`src/common/stream_cfg.svh`:
```
/*
 * Stream merger configuration
 * Data beat width and the buffer depth of each input lane, as log2
 */

`ifndef STREAM_CFG_SVH
`define STREAM_CFG_SVH

// Width of one data beat
`define STREAM_DATA_WIDTH 32
// Lane 0 uses the two-entry register FIFO
`define LANE0_FIFO_SIZE 1
// Lane 1 uses a 16-entry RAM FIFO
`define LANE1_FIFO_SIZE 4

`endif

```
`src/common/stream_pkg.sv`:
```
/*
 * Stream merger types
 * Beat layouts of the input lanes and of the merged output stream
 */

package stream_pkg;

`include "stream_cfg.svh"

    // One beat on an input lane, also the FIFO payload
    typedef struct packed {
        logic [`STREAM_DATA_WIDTH-1:0] data;
        logic                          last;
    } lane_beat_t;

    // Merged beat, tagged with the lane it came from
    typedef struct packed {
        logic       src;
        lane_beat_t beat;
    } merged_beat_t;

endpackage

```
`src/common/axis_if.sv`:
```
/*
 * AXI-Stream style interface
 * Valid/ready handshake with a payload of any packed type
 */

`timescale 1ns/100ps

interface axis_if #(
    parameter type payload_t = logic
) (
    input logic clk
);

    payload_t tdata;
    logic     tvalid;
    logic     tready;

    // Producer side
    modport src (
        input  clk,
        output tdata,
        output tvalid,
        input  tready
    );

    // Consumer side
    modport snk (
        input  clk,
        input  tdata,
        input  tvalid,
        output tready
    );

endinterface

```
`src/axis_fifo/axis_fifo.sv`:
```
/*
 * Stream FIFO wrapper
 * Picks the implementation from the requested depth (2^SIZE):
 * SIZE of 1 gives the two-entry register FIFO, larger sizes the
 * RAM-based circular FIFO. SIZE of 0 is rejected.
 */

`timescale 1ns/100ps

module axis_fifo #(
    parameter int  SIZE      = 4,
    parameter type payload_t = logic
) (
    input  logic        clk,
    input  logic        reset,
    axis_if.snk         in,
    axis_if.src         out,
    output logic [SIZE:0] occupied
);

    generate
        if (SIZE == 0)
        begin : g_unsupported
            $fatal(1, "axis_fifo: SIZE of 0 is not supported");
        end
        else if (SIZE <= 1)
        begin : g_minimal
            logic [1:0] min_occupied;

            // Two flop stages, breaks paths between the two sides
            axis_minimal_fifo #(
                .payload_t (payload_t)
            ) minimal_fifo_i (
                .clk      (clk),
                .reset    (reset),
                .in       (in),
                .out      (out),
                .occupied (min_occupied)
            );

            // Widen to the wrapper's count width
            assign occupied = (SIZE+1)'(min_occupied);
        end
        else
        begin : g_ram
            // Deeper buffers go to an inferred memory
            axis_fifo_ram #(
                .SIZE      (SIZE),
                .payload_t (payload_t)
            ) ram_fifo_i (
                .clk      (clk),
                .reset    (reset),
                .in       (in),
                .out      (out),
                .occupied (occupied)
            );
        end
    endgenerate

endmodule

```
`src/axis_fifo/axis_fifo_ram.sv`:
```
/*
 * RAM-based circular FIFO
 * 2^SIZE entries in an inferred memory, followed by a prefetch
 * register that feeds the output. The prefetch register reloads on
 * the edge its beat leaves, so reads run at full rate.
 */

`timescale 1ns/100ps

module axis_fifo_ram #(
    parameter int  SIZE      = 4,
    parameter type payload_t = logic
) (
    input  logic          clk,
    input  logic          reset,
    axis_if.snk           in,
    axis_if.src           out,
    output logic [SIZE:0] occupied
);

    localparam int DEPTH = 2 ** SIZE;

    payload_t        mem [DEPTH];
    logic [SIZE-1:0] wr_ptr;
    logic [SIZE-1:0] rd_ptr;
    // Beats held in memory, prefetch register excluded
    logic [SIZE:0]   mem_count;
    payload_t        out_data_q;
    logic            out_valid_q;

    logic push;
    logic pop;
    logic load;
    logic mem_empty;
    logic wr_mem;
    logic rd_mem;

    assign push      = in.tvalid && in.tready;
    assign pop       = out_valid_q && out.tready;
    // Prefetch slot free now or freed on this edge
    assign load      = !out_valid_q || pop;
    assign mem_empty = (mem_count == '0);
    // Empty memory with free slot, beat skips the RAM
    assign wr_mem    = push && !(load && mem_empty);
    assign rd_mem    = load && !mem_empty;

    // Total count covers memory and prefetch register
    assign occupied   = mem_count + (SIZE+1)'(out_valid_q);
    assign in.tready  = (occupied < (SIZE+1)'(DEPTH));
    assign out.tvalid = out_valid_q;
    assign out.tdata  = out_data_q;

    // ------------------------------------------------------------------------
    // Pointers and counters
    // ------------------------------------------------------------------------

    always_ff @(posedge clk)
    begin
        if (reset)
        begin
            wr_ptr      <= '0;
            rd_ptr      <= '0;
            mem_count   <= '0;
            out_valid_q <= 1'b0;
        end
        else
        begin
            if (wr_mem)
                wr_ptr <= wr_ptr + 1'b1;
            if (rd_mem)
                rd_ptr <= rd_ptr + 1'b1;
            if (wr_mem && !rd_mem)
                mem_count <= mem_count + 1'b1;
            else if (rd_mem && !wr_mem)
                mem_count <= mem_count - 1'b1;
            // Output stays valid while there is something to offer
            if (load)
                out_valid_q <= rd_mem || push;
        end
    end

    // ------------------------------------------------------------------------
    // Memory and prefetch data
    // ------------------------------------------------------------------------

    always_ff @(posedge clk)
    begin
        if (wr_mem)
            mem[wr_ptr] <= in.tdata;
        // Oldest beat from memory first, else bypass
        if (rd_mem)
            out_data_q <= mem[rd_ptr];
        else if (load && push)
            out_data_q <= in.tdata;
    end

endmodule

```
`src/axis_fifo/axis_minimal_fifo.sv`:
```
/*
 * Two-entry register FIFO
 * Both sides are driven from flops only, so no combinational path
 * runs from out.tready to in.tready. Reports its fill count.
 */

`timescale 1ns/100ps

module axis_minimal_fifo #(
    parameter type payload_t = logic
) (
    input  logic       clk,
    input  logic       reset,
    axis_if.snk        in,
    axis_if.src        out,
    output logic [1:0] occupied
);

    // ------------------------------------------------------------------------
    // Storage and pointers
    // ------------------------------------------------------------------------

    payload_t   entry [2];
    logic       wr_ptr;
    logic       rd_ptr;
    logic [1:0] count;
    logic       push;
    logic       pop;

    // Transfers on each side
    assign push = in.tvalid && in.tready;
    assign pop  = out.tvalid && out.tready;

    // Full at two entries
    assign in.tready  = (count != 2'd2);
    assign out.tvalid = (count != 2'd0);
    assign out.tdata  = entry[rd_ptr];
    assign occupied   = count;

    // ------------------------------------------------------------------------
    // Control
    // ------------------------------------------------------------------------

    always_ff @(posedge clk)
    begin
        if (reset)
        begin
            wr_ptr <= 1'b0;
            rd_ptr <= 1'b0;
            count  <= 2'd0;
        end
        else
        begin
            if (push)
                wr_ptr <= ~wr_ptr;
            if (pop)
                rd_ptr <= ~rd_ptr;
            // Count only moves when one side transfers alone
            if (push && !pop)
                count <= count + 2'd1;
            else if (pop && !push)
                count <= count - 2'd1;
        end
    end

    // Payload flops
    always_ff @(posedge clk)
    begin
        if (push)
            entry[wr_ptr] <= in.tdata;
    end

endmodule

```
`src/hdl/dual_stream_merge_top.sv`:
```
/*
 * Dual stream merger, top level
 * Buffers each input lane in its own FIFO and merges both lanes
 * packet by packet into one tagged output stream.
 */

`timescale 1ns/100ps

`include "stream_cfg.svh"

module dual_stream_merge_top
    import stream_pkg::*;
(
    input  logic                          clk,
    input  logic                          reset,
    // Lane 0 input
    input  logic [`STREAM_DATA_WIDTH-1:0] in0_data,
    input  logic                          in0_last,
    input  logic                          in0_valid,
    output logic                          in0_ready,
    // Lane 1 input
    input  logic [`STREAM_DATA_WIDTH-1:0] in1_data,
    input  logic                          in1_last,
    input  logic                          in1_valid,
    output logic                          in1_ready,
    // Merged output
    output logic [`STREAM_DATA_WIDTH-1:0] out_data,
    output logic                          out_last,
    output logic                          out_src,
    output logic                          out_valid,
    input  logic                          out_ready,
    // FIFO fill levels
    output logic [`LANE0_FIFO_SIZE:0]     lane0_level,
    output logic [`LANE1_FIFO_SIZE:0]     lane1_level
);

    axis_if #(.payload_t(lane_beat_t))   lane0_in   (.clk(clk));
    axis_if #(.payload_t(lane_beat_t))   lane0_out  (.clk(clk));
    axis_if #(.payload_t(lane_beat_t))   lane1_in   (.clk(clk));
    axis_if #(.payload_t(lane_beat_t))   lane1_out  (.clk(clk));
    axis_if #(.payload_t(merged_beat_t)) merged_out (.clk(clk));

    // Plain ports onto the lane streams
    assign lane0_in.tdata  = '{data: in0_data, last: in0_last};
    assign lane0_in.tvalid = in0_valid;
    assign in0_ready       = lane0_in.tready;
    assign lane1_in.tdata  = '{data: in1_data, last: in1_last};
    assign lane1_in.tvalid = in1_valid;
    assign in1_ready       = lane1_in.tready;

    // Small lane buffer
    axis_fifo #(.SIZE(`LANE0_FIFO_SIZE), .payload_t(lane_beat_t)) fifo_lane0_i (
        .clk(clk), .reset(reset), .in(lane0_in), .out(lane0_out), .occupied(lane0_level)
    );

    // Deep lane buffer
    axis_fifo #(.SIZE(`LANE1_FIFO_SIZE), .payload_t(lane_beat_t)) fifo_lane1_i (
        .clk(clk), .reset(reset), .in(lane1_in), .out(lane1_out), .occupied(lane1_level)
    );

    stream_merge merge_i (
        .clk(clk), .reset(reset), .lane0(lane0_out), .lane1(lane1_out), .merged(merged_out)
    );

    // Merged stream back to plain ports
    assign out_data          = merged_out.tdata.beat.data;
    assign out_last          = merged_out.tdata.beat.last;
    assign out_src           = merged_out.tdata.src;
    assign out_valid         = merged_out.tvalid;
    assign merged_out.tready = out_ready;

endmodule

```
`src/hdl/stream_merge.sv`:
```
/*
 * Two-lane packet merger
 * Round-robin between lanes at packet boundaries only; a granted lane
 * keeps the grant until its last beat. Each beat is tagged with its
 * lane and goes through one output register.
 */

`timescale 1ns/100ps

module stream_merge
    import stream_pkg::*;
(
    input  logic clk,
    input  logic reset,
    axis_if.snk  lane0,
    axis_if.snk  lane1,
    axis_if.src  merged
);

    // Packet in flight and its lane
    logic         grant_active;
    logic         grant_lane;
    // Lane favored at the next boundary
    logic         rr_lane;
    merged_beat_t out_beat_q;
    logic         out_valid_q;

    logic       sel;
    logic       sel_valid;
    lane_beat_t sel_beat;
    logic       load_ok;
    logic       take;

    // ------------------------------------------------------------------------
    // Lane selection
    // ------------------------------------------------------------------------

    always_comb
    begin
        if (grant_active)
            sel = grant_lane;
        else if (rr_lane ? lane1.tvalid : lane0.tvalid)
            sel = rr_lane;
        else
            sel = ~rr_lane;
    end

    assign sel_valid = sel ? lane1.tvalid : lane0.tvalid;
    assign sel_beat  = sel ? lane1.tdata : lane0.tdata;

    // Output register free or emptying this cycle
    assign load_ok = !out_valid_q || merged.tready;
    assign take    = load_ok && sel_valid;

    // Only the selected lane sees ready
    assign lane0.tready = load_ok && !sel;
    assign lane1.tready = load_ok && sel;

    assign merged.tvalid = out_valid_q;
    assign merged.tdata  = out_beat_q;

    // ------------------------------------------------------------------------
    // Grant and output stage
    // ------------------------------------------------------------------------

    always_ff @(posedge clk)
    begin
        if (reset)
        begin
            grant_active <= 1'b0;
            grant_lane   <= 1'b0;
            rr_lane      <= 1'b0;
            out_valid_q  <= 1'b0;
        end
        else if (take)
        begin
            out_valid_q <= 1'b1;
            if (sel_beat.last)
            begin
                // Packet done, other lane goes first next time
                grant_active <= 1'b0;
                rr_lane      <= ~sel;
            end
            else
            begin
                grant_active <= 1'b1;
                grant_lane   <= sel;
            end
        end
        else if (merged.tready)
            out_valid_q <= 1'b0;
    end

    // Tagged beat, payload only
    always_ff @(posedge clk)
    begin
        if (take)
            out_beat_q <= '{src: sel, beat: sel_beat};
    end

endmodule

```
`config.mk`:
```
export PLATFORM = sky130hd
export DESIGN_NAME = dual_stream_merge_top
export DESIGN_NICKNAME = d
export VERILOG_FILES = /design/src/common/stream_pkg.sv /design/src/common/axis_if.sv /design/src/axis_fifo/axis_fifo.sv /design/src/axis_fifo/axis_fifo_ram.sv /design/src/axis_fifo/axis_minimal_fifo.sv /design/src/hdl/dual_stream_merge_top.sv /design/src/hdl/stream_merge.sv
export VERILOG_INCLUDE_DIRS = /design/src /design/src/common
export SDC_FILE = /design/constraint.sdc
export NUM_CORES = 1
export LEC_CHECK = 0
export CELL_PAD_IN_SITES_DETAIL_PLACEMENT = 1
export CELL_PAD_IN_SITES_GLOBAL_PLACEMENT = 1
export CORE_ASPECT_RATIO = 0.7
export CORE_MARGIN = 4
export CORE_UTILIZATION = 35
export DETAILED_ROUTE_END_ITERATION = 8
export DONT_BUFFER_PORTS = 1
export HOLD_SLACK_MARGIN = 0.06
export PLACE_DENSITY = 0.61
export REMOVE_ABC_BUFFERS = 1
export SETUP_SLACK_MARGIN = 0.1
export SLEW_MARGIN = 5
export SYNTH_ARGS = -nofsm -noshare
export SYNTH_HDL_FRONTEND = slang
export SYNTH_HIERARCHICAL = 1
export SYNTH_SLANG_ARGS = --single-unit
export TNS_END_PERCENT = 5
```
`constraint.sdc`:
```
create_clock -name clk -period 4.6 [get_ports clk]
set_input_delay 0.23 -clock clk [delete_from_list [all_inputs] [get_ports clk]]
set_output_delay 0.23 -clock clk [all_outputs]
set_load 0.1 [all_outputs]
```
==> summary.txt <==
status: complete, no violations
Worst Setup End Kind: flop
Die W: 337.2 um
crit path to: fifo_lane1_i/g_ram.ram_fifo_i/mem[4][22]
number of remaining DRC errors: 0
synthesized cell area: 26550 um2
worst endpoint required time: 4.91 ns
most frequent cell after synthesis: edfxtp_1
drt via density: 5.235
syn avg cell area: 21.48 um2
# IOs: 115
CTS Buffer Depth: 3
worst setup path start: fifo_lane1_i/g_ram.ram_fifo_i/out.tvalid
initial antenna violation count: 6
Synth area leaders: edfxtp_1, mux4_2, mux2_2
layout cells sized above 1: 0.2746
Syn Inst Count: 1236
Post-CTS Setup Repair Bufs: 0
Sw Ratio: 0.3442
vias in the first global route: 13509
TritonCTS clock tree: done
most frequent cells after synthesis: edfxtp_1, mux4_2, mux2i_1, mux2_2, nand2_1
sequential power share: 0.482
TritonRoute pass-1 iters: 7
Yosys cell types: 52
row cnt: 84
Worst-Skew Late Latency: 0.61 ns
post-synthesis async set-or-reset flop share: 0
Post-synth EDFFs: 661
r2r setup slk: 1.43 ns
DIE AREA: 80390 um2
largest net degree at the start of global routing: 58
Net Sw Power: 6791 uW
maxcap violations: 0
Total GRT Usage: 0.1661
register area share after synthesis: 0.7681
Slew Limit Fails: 0
Setup CP Type: reg2reg
top cell type's share of synthesized area: 0.7477
Final period util: 0.6881
Combinational Power Share: 0.234
dominant synthesized flop cell: edfxtp_1
clock skew: 0.02199 ns
FF-to-FF Start: fifo_lane1_i/g_ram.ram_fifo_i/out.tvalid
clock share of power: 0.284
type of origin of the critical path: flop
chip height: 238.4 um
Slew headroom: 0.1109
root buf cell: clkbuf_16
Final Power: 19730 uW
Yosys reg bits: 688
gr ovfl total: 0
1st-iter DRT viols: 1215
LEAKAGE: 0.009600 uW
Final Core Density: 0.4135
R2R depth: 8
Pwr Density: 635.0 nW/um2
dpl cells: 2209
area grow syn2layout: 17.06%
global placer's final weighted congestion: 0.7281
CP Max Fanout: 19
HPWL Detailed: 40350 um
area leader, netlist: edfxtp_1
Synth Warn #: 6
routed via count: 12590
# resized after CTS: 0
final std cells w/o fill: 2405
Worst VDD drop: 0.0003730 V
final setup violation count: 0
port bufs: 0
Fillers: 7001
CTS buffer count: 70
H-Tree Depth: 3
fin nets: 1442
Starting Density: 0.3533
drt total wl: 65870 um
RSZ-0062 raised after global routing: false
final antenna-violating net count: 0
first-pass GRT wire length: 96050 um
FMAX: 315.9 MHz
wire per inst: 27.39 um
Min-Delay Path Class: in2reg
clock slew at reported path FFs: 0.06 ns
RR Endpoint: fifo_lane1_i/g_ram.ram_fifo_i/mem[4][22]
Least-Margin Pin Slew: 1.329 ns
Worst EP arrival: 3.47 ns
Core Area: 75150 um2
Final Hold Fails: 0
P_int: 12940 uW
placed inst area: 28140 um2
crit path time final: 3.165 ns
number of clock sinks: 688
fin area: 31080 um2
logic make-up after synthesis:
family / after synthesis / synth area share
AND/OR/NAND/NOR: 116 / 0.02060
AO/OA/AOI/OAI: 64 / 0.01942
XOR/XNOR: 14 / 0.004619
multiplexers: 272 / 0.1689
flip-flops: 688 / 0.7681
buffers and inverters: 72 / 0.01367
adder cells (fa/ha/maj): 10 / 0.004713
placed cells by master, fill, tap and decap left out, types with 5 or more instances in the layout:
cell / count
clkinv_1: 13
inv_1: 7
nand3_1: 6
xor2_1: 8
nor3_2: 5
nor2b_1: 5
clkinv_2: 11
bufinv_16: 5
nand2b_1: 5
mux4_2: 132
ha_1: 10
dfxtp_1: 23
nor2_1: 24
buf_4: 33
edfxtp_1: 661
dlygate4sd3_1: 69
o221ai_1: 33
mux2i_1: 69
clkbuf_1: 13
nand2_1: 41
buf_12: 13
a21oi_1: 11
clkbuf_16: 74
mux2_2: 66
nor2_4: 12
layout make-up:
type | count | area [um2] | area share
sequential | 688 | 20400 | 0.6565
multi-input combinational | 476 | 5953 | 0.1916
clock buffer | 89 | 1928 | 0.06204
tap | 989 | 1237 | 0.03982
timing repair buffer | 115 | 1199 | 0.03857
clock inverter | 35 | 311.5 | 0.01003
inverter | 10 | 37.54 | 0.001208
antenna | 3 | 7.507 | 0.0002416
registers in the layout, summed over array words and instances, names as in the netlist, 2 cells and up, named ones only:
name and flops:
fifo_lane1_i/g_ram.ram_fifo_i/rd_ptr 4, fifo_lane0_i/g_minimal.minimal_fifo_i/entry 66, fifo_lane1_i/g_ram.ram_fifo_i/mem 528, fifo_lane1_i/g_ram.ram_fifo_i/wr_ptr 4, fifo_lane1_i/g_ram.ram_fifo_i/mem_count 5, merge_i/merged.tdata 34, fifo_lane1_i/g_ram.ram_fifo_i/out.tdata 33, fifo_lane0_i/g_minimal.minimal_fifo_i/occupied 2
stage by stage:
step / setup TNS [ns] / hold WS [ns] / setup slack [ns]
final: 0 / 0.1623 / 1.435
after global routing: 0 / 0.1786 / 1.134
after CTS: 0 / 0.1077 / 1.349
after detailed placement: 0 / 0.3052 / 1.358
after global placement: 0 / 0.3038 / 1.429
after floorplan: -422.70 / 0.2991 / -2.090
worst min-delay path by stage:
stage | startpoint | end | cells after the start
global route | in1_valid | fifo_lane1_i/g_ram.ram_fifo_i/out.tvalid | 3
finish | in0_valid | flop | 4
CTS | in0_valid | flop | 4
global placement | reset | flop | 1
floorplan | reset | flop | 1
detailed placement | reset | flop | 1
power groups by stage:
stage,logic [uW],clock network (uW),registers [uW]
finish,4620,5600,9520
global route,4970,6080,9590
CTS,4710,5760,9550
detailed placement,4550,0,9670
global placement,4450,0,9640
floorplan,3080,0,9710
metal layers:
layer,track usage,part of all wire,vias to the layer above
met1,0.2442,0.47,6786
met2,0.2545,0.46,356
met4,0.03636,0.019,6
met3,0.03743,0.060,87
met5,0,0.00058,-
li1,-,-,5355
critical path: stages (launching register included):
cell and delay [ns]:
dfxtp_1 0.39, ha_1 0.25, ha_1 0.23, and3_4 0.23, mux2i_4 0.24, a21oi_2 0.27, nand2_1 0.30, nor2_4 0.67
buf_12 0.26
repair_timing:
item / in CTS / in global routing
hold buffers: 69 / 0
setup endpoints to repair: 0 / 0
hold endpoints to repair: 654 / 0
Power figures use the tool's default switching activity.
